**config.mk**
```make
export PLATFORM = sky130hd
export DESIGN_NAME = lsu_ad
export DESIGN_NICKNAME = d
export VERILOG_FILES = /design/src/hw/lsu_pkg.sv /design/src/hw/lsu_ad.sv
export SDC_FILE = /design/constraint.sdc
export NUM_CORES = 1
export LEC_CHECK = 0
export BUFFER_PORTS_ARGS = -buffer_cell sky130_fd_sc_hd__buf_2
export CORE_MARGIN = 8
export CORE_UTILIZATION = 35
export DETAILED_ROUTE_END_ITERATION = 10
export GPL_ROUTABILITY_DRIVEN = 1
export PLACE_DENSITY = 0.71
export RECOVER_POWER = 25
export SETUP_SLACK_MARGIN = 0.4
export SYNTH_ARGS = -nofsm -noshare
export SYNTH_HDL_FRONTEND = slang
export SYNTH_SLANG_ARGS = --single-unit
export TNS_END_PERCENT = 30
```
**constraint.sdc**
```tcl
create_clock -name clk -period 11.1 [get_ports clk]
set_clock_uncertainty 0.2 [all_clocks]
set_input_delay 3.33 -clock clk [delete_from_list [all_inputs] [get_ports clk]]
set_output_delay 3.33 -clock clk [all_outputs]
set_load 0.05 [all_outputs]
```
**src/hw/lsu_pkg.sv**
```systemverilog
// Widths, opcodes and access-function encodings that every LSU module imports
`default_nettype none

package lsu_pkg;

    // Data path and address width
    localparam int DATA_WIDTH = 32;

    // Tag that follows an op from issue to its result
    localparam int TAG_WIDTH = 6;

    typedef logic [DATA_WIDTH-1:0] lsu_data_t;
    typedef logic [TAG_WIDTH-1:0]  lsu_tag_t;

    // RV32 major opcode, bits [6:0] of the instruction
    typedef logic [6:0] lsu_opcode_t;

    localparam lsu_opcode_t OPCODE_LOAD  = 7'b0000011;
    localparam lsu_opcode_t OPCODE_STORE = 7'b0100011;

    // Access function decoded from opcode and funct3
    typedef enum logic [3:0] {
        LSU_FUNC_LB  = 4'b0000,
        LSU_FUNC_LH  = 4'b0001,
        LSU_FUNC_LW  = 4'b0010,
        LSU_FUNC_LBU = 4'b0100,
        LSU_FUNC_LHU = 4'b0101,
        LSU_FUNC_SB  = 4'b1000,
        LSU_FUNC_SH  = 4'b1001,
        LSU_FUNC_SW  = 4'b1010
    } lsu_func_t;

endpackage

`default_nettype wire
```
**src/hw/lsu_ad.sv**
```systemverilog
// Decode and address generation, picks a store retirement or a new issue each cycle
`timescale 1ns/1ns
`default_nettype none

module lsu_ad
    import lsu_pkg::*;
(
    input  wire             clk,
    input  wire             n_rst,

    input  wire             i_flush,

    // Issue side
    input  wire             i_valid,
    input  wire lsu_data_t  i_insn,
    input  wire lsu_opcode_t i_opcode,
    input  wire lsu_data_t  i_src_a,
    input  wire lsu_data_t  i_src_b,
    input  wire lsu_tag_t   i_tag,
    output logic            o_stall,

    // Store queue status and head entry
    input  wire             i_sq_full,
    input  wire             i_retire_en,
    input  wire lsu_func_t  i_retire_func,
    input  wire lsu_tag_t   i_retire_tag,
    input  wire lsu_data_t  i_retire_addr,
    input  wire lsu_data_t  i_retire_data,
    output logic            o_retire_ack,

    // Store allocation
    output logic            o_alloc_en,
    output lsu_func_t       o_alloc_func,
    output lsu_tag_t        o_alloc_tag,
    output lsu_data_t       o_alloc_addr,
    output lsu_data_t       o_alloc_data,

    // Op to the data RAM stage
    output logic            o_op_valid,
    output logic            o_op_store,
    output lsu_func_t       o_op_func,
    output lsu_tag_t        o_op_tag,
    output lsu_data_t       o_op_addr,
    output lsu_data_t       o_op_data
);

    lsu_func_t  issue_func;
    lsu_data_t  imm_i;
    lsu_data_t  imm_s;
    lsu_data_t  eff_addr;
    logic       is_load;
    logic       is_store;
    logic       retire_take;
    logic       accept;

    assign is_load  = (i_opcode == OPCODE_LOAD);
    assign is_store = (i_opcode == OPCODE_STORE);

    // I and S immediates, both sign extended from bit 31
    assign imm_i = {{(DATA_WIDTH-12){i_insn[31]}}, i_insn[31:20]};
    assign imm_s = {{(DATA_WIDTH-12){i_insn[31]}}, i_insn[31:25], i_insn[11:7]};

    assign eff_addr = i_src_a + (is_store ? imm_s : imm_i);

    // The head stays visible for one cycle after the ack, so skip it then
    assign retire_take = i_retire_en & ~o_retire_ack;

    assign o_stall = i_sq_full | retire_take;
    assign accept  = i_valid & ~o_stall & ~i_flush;

    // Funct3 decode
    always_comb begin
        case (i_insn[14:12])
            3'b000:  issue_func = is_store ? LSU_FUNC_SB : LSU_FUNC_LB;
            3'b001:  issue_func = is_store ? LSU_FUNC_SH : LSU_FUNC_LH;
            3'b010:  issue_func = is_store ? LSU_FUNC_SW : LSU_FUNC_LW;
            3'b100:  issue_func = is_store ? LSU_FUNC_SW : LSU_FUNC_LBU;
            3'b101:  issue_func = is_store ? LSU_FUNC_SW : LSU_FUNC_LHU;
            default: issue_func = is_store ? LSU_FUNC_SW : LSU_FUNC_LW;
        endcase
    end

    // Allocation payload
    always_ff @(posedge clk) begin
        o_alloc_func <= issue_func;
        o_alloc_tag  <= i_tag;
        o_alloc_addr <= eff_addr;
        o_alloc_data <= i_src_b;
    end

    // Op payload, retirement has priority over a new load
    always_ff @(posedge clk) begin
        o_op_func <= retire_take ? i_retire_func : issue_func;
        o_op_tag  <= retire_take ? i_retire_tag  : i_tag;
        o_op_addr <= retire_take ? i_retire_addr : eff_addr;
        o_op_data <= i_retire_data;
    end

    always_ff @(posedge clk) begin
        if (!n_rst) begin
            o_alloc_en   <= 1'b0;
            o_retire_ack <= 1'b0;
            o_op_valid   <= 1'b0;
            o_op_store   <= 1'b0;
        end else begin
            // Stores only ever reach the RAM through the queue
            o_alloc_en   <= accept & is_store;
            o_retire_ack <= retire_take & ~i_flush;
            o_op_valid   <= ~i_flush & (retire_take | (accept & is_load));
            o_op_store   <= retire_take;
        end
    end

endmodule

`default_nettype wire

```
== Yosys cells after proc, flatten, opt, wreduce, memory -nomap -nowiden ==
Index checks and enable logic that the tools add are counted.

* Bitwise gates (word level): 12
* Add/subtract/negate cells: 1
* Reduce and logical (&&, ||, !) cells: 1
* Equality and inequality tests: 5
* Multiplexer cells: 10

{| class="wikitable"
|+ Operators by type and width
! cell !! number
|-
| $add 32x32->32 || 1
|-
| $mux 32 || 1
|-
| $mux 4 || 6
|-
| $pmux 4 s4 || 1
|-
| $and 1x1->1 || 7
|-
| $eq 7x2->1 const B || 1
|-
| $eq 7x6->1 const B || 1
|-
| $eq 3x3->1 const B || 2
|-
| $mux 6 || 1
|-
| $mux 5 || 1
|-
| $eq 3x1->1 const B || 1
|-
| $logic_not 3->1 || 1
|-
| $not 1->1 || 3
|-
| $or 1x1->1 || 2
|}

* Input port bits: 189
* Register bits after elaboration: 152
* Output and inout bits: 153

== Depth between registers and ports, before layout ==
* Depth in word-level cells: 9
* Mapped depth: 15
* Mapped depth without buffers: 15

== Least setup slack after synthesis ==
Ideal clock, no wire load.

* Kind: input -> output
* From: input port i_retire_en
* To: output port o_stall
* Path buffers: 0
* Path slack: 3.746 ns
* Data arrival time: 3.824 ns
* Stages: 2
* Path through: nand2b_1 nand2b_1

* Word-level cells in the longest chain between the ends: 2

{| class="wikitable"
|+ RTL lines
! item !! line !! source
|-
| start: declaration || lsu_ad.sv:24 || <nowiki>input wire i_retire_en,</nowiki>
|-
| $and 1x1->1 || lsu_ad.sv:66 || <nowiki>assign retire_take = i_retire_en & ~o_retire_ack;</nowiki>
|-
| $or 1x1->1 || lsu_ad.sv:68 || <nowiki>assign o_stall = i_sq_full | retire_take;</nowiki>
|-
| end: declaration || lsu_ad.sv:20 || <nowiki>output logic o_stall,</nowiki>
|}

No other way between the ends.

== Worst setup path after layout ==
Same ends and word-level chain as after synthesis.

==> results.json <==
{
  "p_per_area_mw_per_mm2": 204.1,
  "finalCritPeriodShare_pct": 66.71,
  "core_area_sq_mm": 0.01664,
  "hold_violations": 0,
  "worst_hold_slack_ns": 0.4985,
  "dieHeight_microns": 146.5,
  "gp_congestion": 0.9071,
  "avgSynthCellArea_sq_um": 9.740,
  "gr-total-overflow": 0,
  "fillers": 1553,
  "synth_ff_type": "dfxtp_1",
  "yosys-top-cells-count": "dfxtp_1, nand2_1, nor2_1, a21oi_1, ha_1",
  "port_buffers": 329,
  "fin_nets": 1155,
  "path_class": "in2out",
  "synth_area_leaders": "dfxtp_1, ha_1, nand2_1",
  "status": "finished, violations left",
  "postCtsHoldBufs": 0,
  "p_total_mw": 1.712,
  "synthesis.nets": 833,
  "crit_fanout": 2,
  "ys_seq_area_share_pct": 51.05,
  "fmax_ghz": 0.1351,
  "hold_class": "reg2reg",
  "wirelength_microns": 22270,
  "viasPerCell": 4.919,
  "initial_core_util_pct": 35.82,
  "clk_pin_slew_ns": 0.06,
  "clock_sinks": 152,
  "ys_ff_latch": 152,
  "dp.cells": 1135,
  "synth_top_cell_area_share_pct": 51.05,
  "vias": 5741,
  "rows": 47,
  "setup_violations": 0,
  "drive_above_1_share_pct": 40.76,
  "final_cells": 1167,
  "netlist_area_sq_mm": 0.005961,
  "crit_path_end_kind": "output pin",
  "yosysMostFrequentCell": "dfxtp_1",
  "drtIter0Drc": 286,
  "postRouteAntennaNets": 0,
  "drc": 0,
  "crit_path_start_kind": "primary input",
  "cts.path.max_buffers": 2,
  "die_w_microns": 146.5,
  "syn2layout_area_growth_pct": 40.72,
  "slew_headroom_pct": -68.58,
  "yosys.area.top_type": "dfxtp_1",
  "root_buffer": "clkbuf_16",
  "post-route-min-period_ns": 7.404,
  "cap_violations": 1,
  "postCtsSetupBuffers": 0,
  "cts_made_buffers": 17,
  "syn_inst": 612,
  "cts_resized": 0,
  "ioPinCount": 342,
  "synth_edf_count": 0,
  "violations": "capacitance limit, slew limit",
  "synth.distinct_cells": 63,
  "drtPass1Iterations": 4,
  "fin_tns_setup_ns": 0,
  "worst_pin_slew_ns": 2.529,
  "setup_ws_ns": 3.696,
  "power_leakage_nw": 4.089,
  "die_area_sq_mm": 0.02146,
  "grt_pass1_wl_microns": 32960,
  "wl_per_cell_microns": 19.09,
  "grt_pass1_vias": 5599,
  "antenna_cells": 0,
  "crit_required_ns": 7.57,
  "antenna_found_initial": 2,
  "arrival_ns": 3.87,
  "grt_max_degree": 50,
  "rsz0062_at_grt": "false",
  "dp_hpwl_microns": 18170,
  "cts_tree": "built",
  "dpl_worst_slack_ns": 3.719,
  "clkLatencyLatePin_ns": 0.42,
  "htree_levels": 4,
  "async_flop_share_pct": 0,
  "grt_usage_pct": 19.82,
  "slew_violations": 50,
  "yosysWarningCount": 0,
  "ir_drop_v": 0.0001046
}
==> cell usage in the layout, fill, tap and decap left out, types with 3 or more instances in the layout <==
| master | count |
|---|---|
| nor2_1 | 44 |
| o21bai_1 | 6 |
| ha_1 | 31 |
| nand2_1 | 85 |
| a21o_1 | 12 |
| a211oi_1 | 14 |
| nor4_1 | 5 |
| clkbuf_16 | 17 |
| nand3_1 | 14 |
| and3b_1 | 3 |
| o21a_1 | 3 |
| nor3_1 | 9 |
| and3_1 | 4 |
| nand2b_1 | 3 |
| and2_1 | 5 |
| a21boi_0 | 4 |
| mux2_2 | 12 |
| inv_1 | 15 |
| xor2_1 | 7 |
| nor2b_1 | 3 |
| nand4_1 | 13 |
| o21ai_0 | 20 |
| nor3b_1 | 3 |
| xnor2_1 | 18 |
| a211o_1 | 4 |
| a31oi_1 | 4 |
| o31ai_1 | 7 |
| buf_2 | 327 |
| inv_6 | 5 |
| clkbuf_1 | 3 |
| a21oi_1 | 39 |
| a2111o_1 | 3 |
| o211ai_1 | 3 |
| dfxtp_1 | 152 |
==> path summary, 6_finish.rpt <==
check                           from                     to  slack, ns  depth (start not counted)
max reg2reg  o_retire_ack$_SDFF_PN0_  o_op_addr[27]$_DFF_P_       7.80                          5
max                      i_retire_en                o_stall       3.70                          4
min reg2reg  o_retire_ack$_SDFF_PN0_  o_alloc_en$_SDFF_PN0_       0.50                          3
min          o_retire_ack$_SDFF_PN0_  o_alloc_en$_SDFF_PN0_       0.50                          3
==> report_power, final <==
part,total [mW],internal [mW],switching [mW]
sequential,0.621,0.608,0.0133
clock,0.590,0.340,0.250
combinational,0.501,0.131,0.370
total,1.71,1.08,0.634
==> cell families (layout without fill, tap and decap cells) <==
group	count (synthesis)	after routing	share of synthesized area, %
AOI/OAI and AO/OA	148	148	17.74
xor gates and xnor gates	25	25	3.673
muxes	13	13	2.435
adders and majority gates	32	32	6.843
DFF	152	152	51.05
and+or+nand+nor	199	199	15.39
buffers and inverters	43	378	2.875
==> worst max-delay path: stages <==
cell and delay, ns:
clkbuf_1 0.11, nand2b_2 0.07, nand2b_1 0.09, buf_2 0.27
==> metal layers <==
layer | track usage (%) | routed length, microns | vias to the layer above
li1 | - | - | 2825
met1 | 21.31 | 8571 | 2643
met2 | 36.20 | 11640 | 245
met3 | 5.933 | 1666 | 24
met4 | 6.646 | 367 | 4
met5 | 0 | 28 | -
==> area by class of cell <==
type | instances | area (sq um) | share of cell area [%]
inverter | 16 | 60.06 | 0.7160
timing repair buffer | 330 | 1648 | 19.64
clock buffer | 17 | 425.4 | 5.072
multi-input combinational | 417 | 2756 | 32.86
clock inverter | 15 | 180.2 | 2.148
sequential | 152 | 3043 | 36.28
tap | 220 | 275.3 | 3.282
==> registers in the layout, summed over array words and instances (netlist names) <==
signal	cells
o_op_valid	1
o_op_func	4
o_alloc_addr	32
o_alloc_data	32
o_op_store	1
o_alloc_tag	6
o_alloc_en	1
o_op_tag	6
o_op_data	32
o_alloc_func	4
o_retire_ack	1
o_op_addr	32
==> through the flow <==
| step | util (%) | cell area (sq um) |
|---|---|---|
| final | 50.40 | 8388 |
| after global routing | 50.40 | 8388 |
| after CTS | 50.44 | 8394 |
| after detailed placement | 46.80 | 7789 |
| after global placement | 46.80 | 7789 |
| after floorplan | - | 5961 |
Power figures use the tool's default switching activity.
