### config.mk
export PLATFORM = sky130hd
export DESIGN_NAME = lsu_sq
export DESIGN_NICKNAME = d
export VERILOG_FILES = /design/src/hw/lsu_pkg.sv /design/src/hw/lsu_sq.sv
export SDC_FILE = /design/constraint.sdc
export NUM_CORES = 1
export LEC_CHECK = 0
export BUFFER_PORTS_ARGS = -buffer_cell sky130_fd_sc_hd__buf_2
export CORE_ASPECT_RATIO = 1.75
export CORE_MARGIN = 2
export CORE_UTILIZATION = 60
export DETAILED_ROUTE_END_ITERATION = 7
export PLACE_DENSITY = 0.83
export REMOVE_ABC_BUFFERS = 1
export SYNTH_ARGS = -nofsm -noshare
export SYNTH_HDL_FRONTEND = slang
export SYNTH_SLANG_ARGS = --single-unit
### constraint.sdc
create_clock -name clk -period 7 [get_ports clk]
set_input_delay 0.35 -clock clk [delete_from_list [all_inputs] [get_ports clk]]
set_output_delay 0.35 -clock clk [all_outputs]
set_load 0.005 [all_outputs]
### src/hw/lsu_pkg.sv
// Widths, opcodes and access-function encodings that every LSU module imports
`default_nettype none

package lsu_pkg;

    // Data path and address width
    localparam int DATA_WIDTH = 32;

    // Tag that follows an op from issue to its result
    localparam int TAG_WIDTH = 6;

    typedef logic [DATA_WIDTH-1:0] lsu_data_t;
    typedef logic [TAG_WIDTH-1:0]  lsu_tag_t;

    // RV32 major opcode, bits [6:0] of the instruction
    typedef logic [6:0] lsu_opcode_t;

    localparam lsu_opcode_t OPCODE_LOAD  = 7'b0000011;
    localparam lsu_opcode_t OPCODE_STORE = 7'b0100011;

    // Access function decoded from opcode and funct3
    typedef enum logic [3:0] {
        LSU_FUNC_LB  = 4'b0000,
        LSU_FUNC_LH  = 4'b0001,
        LSU_FUNC_LW  = 4'b0010,
        LSU_FUNC_LBU = 4'b0100,
        LSU_FUNC_LHU = 4'b0101,
        LSU_FUNC_SB  = 4'b1000,
        LSU_FUNC_SH  = 4'b1001,
        LSU_FUNC_SW  = 4'b1010
    } lsu_func_t;

endpackage

`default_nettype wire
### src/hw/lsu_sq.sv
// Circular store queue, holds stores from allocation until commit and retirement
`timescale 1ns/1ns
`default_nettype none

module lsu_sq
    import lsu_pkg::*;
#(
    parameter int SQ_DEPTH = 8
) (
    input  wire             clk,
    input  wire             n_rst,

    input  wire             i_flush,
    input  wire             i_commit,

    // Allocation from the AD stage
    input  wire             i_alloc_en,
    input  wire lsu_func_t  i_alloc_func,
    input  wire lsu_tag_t   i_alloc_tag,
    input  wire lsu_data_t  i_alloc_addr,
    input  wire lsu_data_t  i_alloc_data,
    output logic            o_full,

    // Head entry offered for retirement
    output logic            o_retire_en,
    output lsu_func_t       o_retire_func,
    output lsu_tag_t        o_retire_tag,
    output lsu_data_t       o_retire_addr,
    output lsu_data_t       o_retire_data,
    input  wire             i_retire_ack
);

    localparam int IDX_W = (SQ_DEPTH > 1) ? $clog2(SQ_DEPTH) : 1;
    localparam int CNT_W = $clog2(SQ_DEPTH + 1);

    // Entry storage
    lsu_func_t  q_func [SQ_DEPTH];
    lsu_tag_t   q_tag  [SQ_DEPTH];
    lsu_data_t  q_addr [SQ_DEPTH];
    lsu_data_t  q_data [SQ_DEPTH];

    logic [IDX_W-1:0] head_ptr;
    logic [IDX_W-1:0] cmt_ptr;
    logic [IDX_W-1:0] tail_ptr;
    logic [IDX_W-1:0] cmt_next;

    // Entries in use, and committed entries not yet retired
    logic [CNT_W-1:0] n_used;
    logic [CNT_W-1:0] n_cmt;
    logic [CNT_W-1:0] n_cmt_next;

    logic do_alloc;
    logic do_commit;
    logic do_retire;

    function automatic logic [IDX_W-1:0] ptr_inc(input logic [IDX_W-1:0] p);
        return (p == IDX_W'(SQ_DEPTH - 1)) ? '0 : p + 1'b1;
    endfunction

    // A store arriving with a flush is still uncommitted and is dropped
    assign do_alloc  = i_alloc_en & ~i_flush;
    assign do_commit = i_commit & (n_used != n_cmt);
    assign do_retire = i_retire_ack & (n_cmt != '0);

    assign cmt_next   = do_commit ? ptr_inc(cmt_ptr) : cmt_ptr;
    assign n_cmt_next = n_cmt + CNT_W'(do_commit) - CNT_W'(do_retire);

    // Counts a store still in flight from AD so that one more accept is safe
    assign o_full = ({1'b0, n_used} + (CNT_W+1)'(i_alloc_en)) >= (CNT_W+1)'(SQ_DEPTH);

    always_ff @(posedge clk) begin
        if (!n_rst) begin
            head_ptr <= '0;
            cmt_ptr  <= '0;
            tail_ptr <= '0;
            n_used   <= '0;
            n_cmt    <= '0;
        end else begin
            cmt_ptr <= cmt_next;
            n_cmt   <= n_cmt_next;
            if (do_retire) begin
                head_ptr <= ptr_inc(head_ptr);
            end
            if (i_flush) begin
                // Only committed entries survive
                tail_ptr <= cmt_next;
                n_used   <= n_cmt_next;
            end else begin
                if (do_alloc) begin
                    tail_ptr <= ptr_inc(tail_ptr);
                end
                n_used <= n_used + CNT_W'(do_alloc) - CNT_W'(do_retire);
            end
        end
    end

    always_ff @(posedge clk) begin
        if (do_alloc) begin
            q_func[tail_ptr] <= i_alloc_func;
            q_tag[tail_ptr]  <= i_alloc_tag;
            q_addr[tail_ptr] <= i_alloc_addr;
            q_data[tail_ptr] <= i_alloc_data;
        end
    end

    // Head entry is ready once it has been committed
    assign o_retire_en   = (n_cmt != '0);
    assign o_retire_func = q_func[head_ptr];
    assign o_retire_tag  = q_tag[head_ptr];
    assign o_retire_addr = q_addr[head_ptr];
    assign o_retire_data = q_data[head_ptr];

endmodule

`default_nettype wire

Word-level counts from Yosys, hierarchy flattened

Memory sizes are Yosys's and may differ from the RTL's. A register that Yosys moved wholly into a read port is not among the register bits.
Cells that the tools add are included.

Bits in registers: 17
RAM bits: 592
Output and inout bits: 76
Memories kept: 4

Memory list:

| name   | depth | width | rd ports | clocked after memory_dff | write ports | RTL line     | text |
|---|---|---|---|---|---|---|---|
| q_addr | 8     | 32    | 1        | 1                        | 1           | lsu_sq.sv:39 | `lsu_data_t q_addr [SQ_DEPTH];` |
| q_data | 8     | 32    | 1        | 1                        | 1           | lsu_sq.sv:40 | `lsu_data_t q_data [SQ_DEPTH];` |
| q_tag  | 8     | 6     | 1        | 1                        | 1           | lsu_sq.sv:38 | `lsu_tag_t q_tag [SQ_DEPTH];` |
| q_func | 8     | 4     | 1        | 1                        | 1           | lsu_sq.sv:37 | `lsu_func_t q_func [SQ_DEPTH];` |

Add/sub/neg operators: 8
$lt $le $gt $ge: 1
Eq/ne operators: 4
Multiplexer cells: 17
Bitwise operators: 4
Reductions and logical operators: 2

Operators with widths:

| kind                | count |
|---|---|
| $mux 3              | 14 |
| $add 3x1->3 const B | 3 |
| $eq 3x3->1 const B  | 3 |
| $add 4x1->4         | 2 |
| $sub 4x1->4         | 2 |
| $add 4x1->5         | 1 |
| $ge 5x4->1 const B  | 1 |
| $mux 4              | 1 |
| $ne 4x4->1          | 1 |
| $reduce_bool 4->1   | 1 |
| $and 1x1->1         | 3 |
| $mux 1              | 2 |
| $reduce_bool 2->1   | 1 |
| $not 1->1           | 1 |

Longest topological paths before layout

Gate-level depths: netlist (run 1).

Depth after elaboration: 5
Depth in mapped cells: 13
Mapped depth without buffers: 13

Worst setup path after synthesis (run 1)

No wires, ideal clock.

Kind: in2reg
Start point: in i_alloc_en
End point: mem q_addr[0][0] (netlist name), enable pin
Setup time: 0.597 ns
Arrival time: 5.704 ns
Slack: 0.699 ns
Cell stages on the path: 3
Buffers on the path: 0
Path through: nor2b_1 > nand2b_1 > nor3_1

Word-level cells in the longest chain between the ends: 3

RTL lines:

| item                         | RTL line      | text |
|---|---|---|
| from (decl)                  | lsu_sq.sv:17  | `input wire i_alloc_en,` |
| $and 1x1->1                  | lsu_sq.sv:61  | `assign do_alloc = i_alloc_en & ~i_flush;` |
| $mux 1                       | lsu_sq.sv:98  | `if (do_alloc) begin` |
| $mux 1 (implied by the code) | lsu_sq.sv:101 | `q_addr[tail_ptr] <= i_alloc_addr;` |
| to (decl)                    | lsu_sq.sv:39  |  |

Every way passes these cells.

==> results by group, run 1 <==
Floorplan
  • Die area: 40700 sq um
  • Die Ht: 265 microns
  • Chip width: 153 microns
  • Cell Rows: 95
  • Core area: 38500 sq um
  • Starting Density: 0.609
  • IO Count: 156

Route
  • Final wirelength: 46.5 mm
  • Routed via count: 10.7k
  • Top routing layer in use: met5
  • M1 WL: 17.3 mm
  • Antenna Nets Post-Route: 0
  • Met3 Wirelength: 2.57 mm
  • Vias per Instance: 6.28
  • Met2 WL: 24.7 mm
  • Wirelength per Cell: 27.2 microns
  • DRC: 0
  • Pre-antenna DRT Iters: 5
  • First DRT Iteration DRCs: 822

Synth
  • Top cell type's share of synthesized area: 0.758
  • XOR/XNOR Fraction of Synth Area: 0.00299
  • Post-synthesis simple-gate area fraction: 0.00982
  • Yosys cell types: 32
  • Syn Inst Count: 990
  • Main combinational cell family by area after synthesis: multiplexers
  • Post-synth design cell area: 23400 sq um
  • Post-synthesis adder-cell area fraction: 0.0113
  • Synth Area per Inst: 23.7 sq um
  • Mux contribution to synthesized area: 0.180
  • Synth Area in Compound Gates: 0.00678
  • Seq/Total Area, Yosys: 0.775
  • FF+latch count, synth: 612
  • YS warnings: 0
  • Post-synth top area cell: edfxtp_1
  • Ranking of synthesized cells by area: edfxtp_1 76%, mux4_2 14%, mux2_2 3.7%

Worst setup path
  • WP data required: 6650 ps
  • Critical Path AT: 3090 ps
  • Worst Path Max Fanout: 37
  • CP endpoint kind: output pin
  • Critical Path Source Type: register
  • WS Path Type: register to output pin

CTS
  • H-tree depth: 2
  • Clock sink count: 612
  • Setup Buffers After CTS: 0
  • Clock Latency Late Sink: 570 ps
  • Root buffer cell: clkbuf_16
  • Clock slew at reported path FFs: 60 ps
  • Post-CTS sizing: 0
  • TritonCTS clock tree: done
  • Total CTS buffers: 50
  • # hold bufs at CTS: 0
  • Max clock buf depth: 3

GRT
  • Gr ovfl total: 0
  • First-pass GRT wire length: 70.2 mm
  • Vias in the first global route: 11.6k
  • Largest net degree at the start of global routing: 85
  • Initial antenna violation count: 8
  • GRT Total Usage: 0.232

Job
  • Max cap viols: 0

Pwr
  • Switching Share: 0.232
  • P_int: 6.42 mW
  • Seq pwr share: 0.506
  • Combinational power share: 0.156
  • Clock Power Share: 0.337
  • PD cells: 316 nW/um^2
  • Pwr Total: 8.36 mW
  • Highest ir drop seen on vdd: 245 uV
  • P_sw: 1.94 mW
  • Leak pwr: 8.51 nW

Placement
  • Detail Placement HPWL: 25.0 mm
  • Final GP Congestion: 0.784
  • IO buf count: 155

Outcome
  • Status: complete, no violations

Timing
  • Clock Skew: 9.81 ps
  • FMAX: 0.291 GHz
  • Final worst path period share: 0.491
  • Max_slew headroom: 0.300
  • RSZ-0062 raised after global routing: false
  • Fin crit period: 3440 ps
  • Final setup viols: 0
  • Worst hold slack: 48.2 ps
  • Least-Margin Pin Slew: 1050 ps
  • Max-slew violations: 0
  • Final Hold Vio Count: 0

Cells and area
  • Fill cells: 2294
  • Reg area: 18200 sq um
  • Synthesis-to-finish area growth: 12.8%
  • Layout cells sized above 1: 0.402
  • Multi-input combinational cell area: 5010 sq um
  • Final nets: 1273
  • Final Util: 0.687

Hold path
  • Min-Delay Path Class: primary input to register
## metrics by stage
| stage | TNS, ps | instances | worst slack, ps | instance area, sq um |
|---|---|---|---|---|
| 6_report | 0 | 1705 | 3560 | 26500 |
| 5_1_grt | 0 | 1701 | 3330 | 26400 |
| 4_1_cts | 0 | 1696 | 3450 | 26400 |
| 3_5_place_dp | 0 | 1606 | 3770 | 24800 |
| 3_3_place_gp | 0 | 1606 | 3820 | 24800 |
| 2_1_floorplan | -28340 | 946 | -383 | 23200 |
## cell type report
| cell class | instances | share of cell area |
|---|---|---|
| antenna | 9 | 0.000851 |
| timing repair buffer | 175 | 0.0355 |
| multi-input combinational | 324 | 0.189 |
| inverter | 10 | 0.00142 |
| sequential | 612 | 0.688 |
| clock buffer | 62 | 0.0509 |
| tap | 485 | 0.0229 |
| clock inverter | 28 | 0.0115 |
## cell families after synthesis
family,Yosys count
flip-flops,612
multiplexers,228
buffers and inverters,54
AND/OR/NAND/NOR,45
AO/OA/AOI/OAI,23
adder cells (fa/ha/maj),20
XOR/XNOR,8
## sequential cells by signal, summed over array words and instances (netlist names), named ones only
register / count
cmt_ptr: 3
head_ptr: 3
n_cmt: 4
n_used: 4
q_addr: 256
q_data: 256
q_func: 32
q_tag: 48
tail_ptr: 3
## power groups by stage
stage / registers [mW] / logic [mW] / clock network [mW]
6_report: 4.23 / 1.31 / 2.82
5_1_grt: 4.25 / 1.42 / 2.98
4_1_cts: 4.23 / 1.34 / 2.86
3_5_place_dp: 4.31 / 1.32 / 0
3_3_place_gp: 4.30 / 1.28 / 0
2_1_floorplan: 4.41 / 0.930 / 0
## worst max-delay path: stages (launching register included)
cell and delay (ps):
dfxtp_4 740, buf_4 690, mux4_2 610, mux2_2 290
buf_2 130
## worst paths after layout
check / start / cells past startpoint / slack [ps] / endpoint
worst max-delay path: register / 4 / 3560 / o_retire_addr[0]
worst max register to register: n_cmt[2] / 13 / 4070 / n_used[2]
worst min-delay path: i_alloc_data[17] / 1 / 50 / q_data[3][17]
worst min register to register: head_ptr[2] / 2 / 490 / register
## cell usage after synthesis (all sizes together)
master and instances:
xnor2 2, mux2i 4, nor2 9, clkbuf 17, nor2b 6, and3 1
nand2b 5, edfxtp 592, nand3 1, dfxtp 20, inv 10, a21o 2
mux2 76, a21boi 6, nand4b 1, or3b 1, or3 1, nand2 12
fa 2, o41ai 1, and2 5, xor2 6, a21oi 7, ha 18
mux4 148, or2 1, buf 27, nor3 2, o21ai 6, o22ai 1
## layer usage
layer | track usage | vias up
met3 | 0.0375 | 99
li1 | - | 4527
met1 | 0.295 | 5672
met4 | 0.0984 | 2
met5 | 0 | -
met2 | 0.400 | 409
## placed cells by master, fill, tap and decap left out, types with 4 or more instances in the layout
cell type  count
clkbuf_1       8
a21oi_1        7
mux4_2       148
clkbuf_16     51
dfxtp_1       17
xor2_1         6
inv_1         10
buf_4         19
clkinv_1       8
mux2i_1        4
nand2_1       12
buf_2        155
mux2_2        76
edfxtp_1     592
nor2b_1        6
o21ai_0        6
a21boi_0       6
diode_2        9
ha_1          18
bufinv_16      6
nor2_4         6
clkinv_2       6
nand2b_1       5
and2_1         5
(Power assumes the default switching activity.)
==> run 2: changes to the inputs <==
Clock period 7 ns to 3.2 ns, I/O delays scaled along.
==> run 2 against run 1 <==
Count of clock-buffer cells in the layout down 2; first-iteration DRC count is 10% higher; via count increased by 2.0%; critical endpoint is now o_retire_func[1]; routed wire length grew 0.41%.
==> results by group, run 2 (synthesized netlist as in run 1, its figures left out) <==
CTS
  • Total CTS buffers: 48 (-4.0%)
  • TritonCTS clock tree: done
  • Max clock buf depth: 3 (unchanged)
  • Root buffer cell: clkbuf_16
  • H-tree depth: 2 (unchanged)
  • Clock sink count: 612 (unchanged)
  • Clock slew at reported path FFs: 60 ps (about the same)
  • Setup Buffers After CTS: 0 (unchanged)
  • Post-CTS sizing: 0 (unchanged)
  • Clock Latency Late Sink: 560 ps (about the same)

Worst setup path
  • Critical Path Source Type: register
  • R2R setup slack: 370 ps (-3700 ps)
  • R2R Path Start: n_cmt[2]
  • R2R Path End: n_used[2]
  • Crit path to: o_retire_func[1]
  • WP data required: 3040 ps (-3610 ps)
  • Reg2Reg Depth: 13 (unchanged)
  • Critical Path AT: 2720 ps (-370 ps)
  • CP endpoint kind: output pin
  • WS Path Type: register to output pin
  • Worst Path Max Fanout: 28 (-24%)

Timing
  • FMAX: 0.347 GHz
  • Clock Skew: 13.3 ps (+3.53 ps)
  • Fin crit period: 2880 ps
  • Final setup viols: 0 (unchanged)
  • Least-Margin Pin Slew: 684 ps (-365 ps)
  • Max_slew headroom: 0.544 (+0.244)
  • RSZ-0062 raised after global routing: false
  • Post-route worst setup slack: 316 ps (-3250 ps)
  • Final Hold Vio Count: 0 (unchanged)
  • Final worst path period share: 0.901
  • Max-slew violations: 0 (unchanged)
  • Worst hold slack: 47.3 ps (-0.885 ps)

Pwr
  • PD cells: 658 nW/um^2 (+110%)
  • Leak pwr: 8.90 nW (+4.6%)
  • Highest ir drop seen on vdd: 512 uV (+110%)

Cells and area
  • Final nets: 1362 (+7.0%)
  • Cell Count, Final, Fillers Out: 1788 (+4.9%)
  • Layout cells sized above 1: 0.383 (-0.0195)
  • Final Util: 0.711 (+0.0236)
  • Fill cells: 2183 (-4.8%)
  • Commonest non-fill, non-tap cell in the layout: edfxtp_1
  • Leading cell types in the layout, fill and taps excluded: 592 x edfxtp_1, 155 x buf_2, 148 x mux4_2
  • Biggest regs: q_addr x256, q_data x256, q_tag x48
  • Synthesis-to-finish area growth: 16.7%

GRT
  • First-pass GRT wire length: 69.9 mm (-0.49%)
  • GRT Total Usage: 0.231 (-0.000509)
  • Initial antenna violation count: 6 (-2)
  • Vias in the first global route: 11.9k (+2.5%)
  • Largest net degree at the start of global routing: 63 (-26%)
  • Gr ovfl total: 0 (unchanged)

Placement
  • Dpl cells: 1619 (+0.81%)
  • Detail Placement HPWL: 26.8 mm (+6.9%)
  • Final GP Congestion: 0.760 (-3.0%)
  • IO buf count: 155 (unchanged)
  • DP Worst Slack: 355 ps (-3410 ps)

Route
  • First DRT Iteration DRCs: 905 (+10%)
  • Routed via count: 10.9k (+2.0%)
  • Final wirelength: 46.6 mm (+0.41%)
  • Wirelength per Cell: 26.1 microns (-4.3%)
  • DRC: 0 (unchanged)
  • Pre-antenna DRT Iters: 5 (unchanged)
  • Vias per Instance: 6.11 (-2.7%)
  • Antenna Nets Post-Route: 0 (unchanged)

Floorplan
  • Starting Density: 0.609 (unchanged)
  • Cell Rows: 95 (unchanged)
  • IO Count: 156 (unchanged)
  • Die area: 40700 sq um (unchanged)
  • Core area: 38500 sq um (unchanged)
  • Chip width: 153 microns (unchanged)
  • Die Ht: 265 microns (unchanged)

Job
  • Max cap viols: 0 (unchanged)

Hold path
  • Min-Delay Path Class: primary input to register

Outcome
  • Status: complete, no violations
==> run 2: cell types whose count changed in the layout (fill, tap and decap cells not counted), moves of 2 or more <==
cell,delta
clkinv_4,-3
clkinv_2,+8
diode_2,-5
inv_6,-2
dlygate4sd3_1,+78
bufinv_16,-4
buf_4,-2
buf_12,+15
==> run 2: worst max-delay path, cell delays in order (launching register included) <==
cell	delay (ps)
dfxtp_4	800
buf_4	390
mux4_2	550
mux2_2	270
buf_2	150
==> run 2: repair_timing <==
action,4_1_cts,5_1_grt
endpoints found under the hold margin,607,0
hold buffers,78,0
endpoints found under the setup margin,0,0
==> run 2: per-stage QoR <==
stage          area, sq um  power [mW]   TNS, ps
6_report             27400        18.0         0
5_1_grt              27400        18.7         0
4_1_cts              27400        18.2         0
3_5_place_dp         25100        12.4         0
3_3_place_gp         25100        12.3         0
2_1_floorplan        23200        11.7  -1132930
==> run 2: worst min-delay path by stage <==
stage	slack, ps	startpoint	end	cells after the start
2_1_floorplan	250	i_flush	tail_ptr[0]	1
3_3_place_gp	420	i_alloc_data[10]	q_data[2][10]	1
3_5_place_dp	430	i_alloc_addr[3]	q_addr[5][3]	1
4_1_cts	30	i_commit	cmt_ptr[2]	4
5_1_grt	60	i_commit	cmt_ptr[2]	4
6_report	50	i_commit	cmt_ptr[2]	4
==> run 2: layout make-up <==
class | count | area [sq um] | share of cell area
flip-flops and latches | 612 | 18200 | 0.665
multi-input cells | 324 | 5010 | 0.183
repair buffers | 266 | 2000 | 0.0733
clock buffers | 60 | 1330 | 0.0486
well taps | 485 | 607 | 0.0222
clock inverters | 27 | 178 | 0.00649
inverters | 10 | 37.5 | 0.00137
diodes | 4 | 10.0 | 0.000366
==> run 2: power by group <==
group	total (mW)	switching, mW	internal, mW
logic	3.01	1.36	1.65
clock network	5.71	2.60	3.11
registers	9.28	0.224	9.06
==> run 2: routing by layer <==
layer  share of wire  up-vias  track usage
met5         0.00058        -            0
met4           0.036        4       0.0970
met3           0.052      106       0.0326
met2            0.55      403        0.419
met1            0.36     5713        0.278
li1                -     4699            -
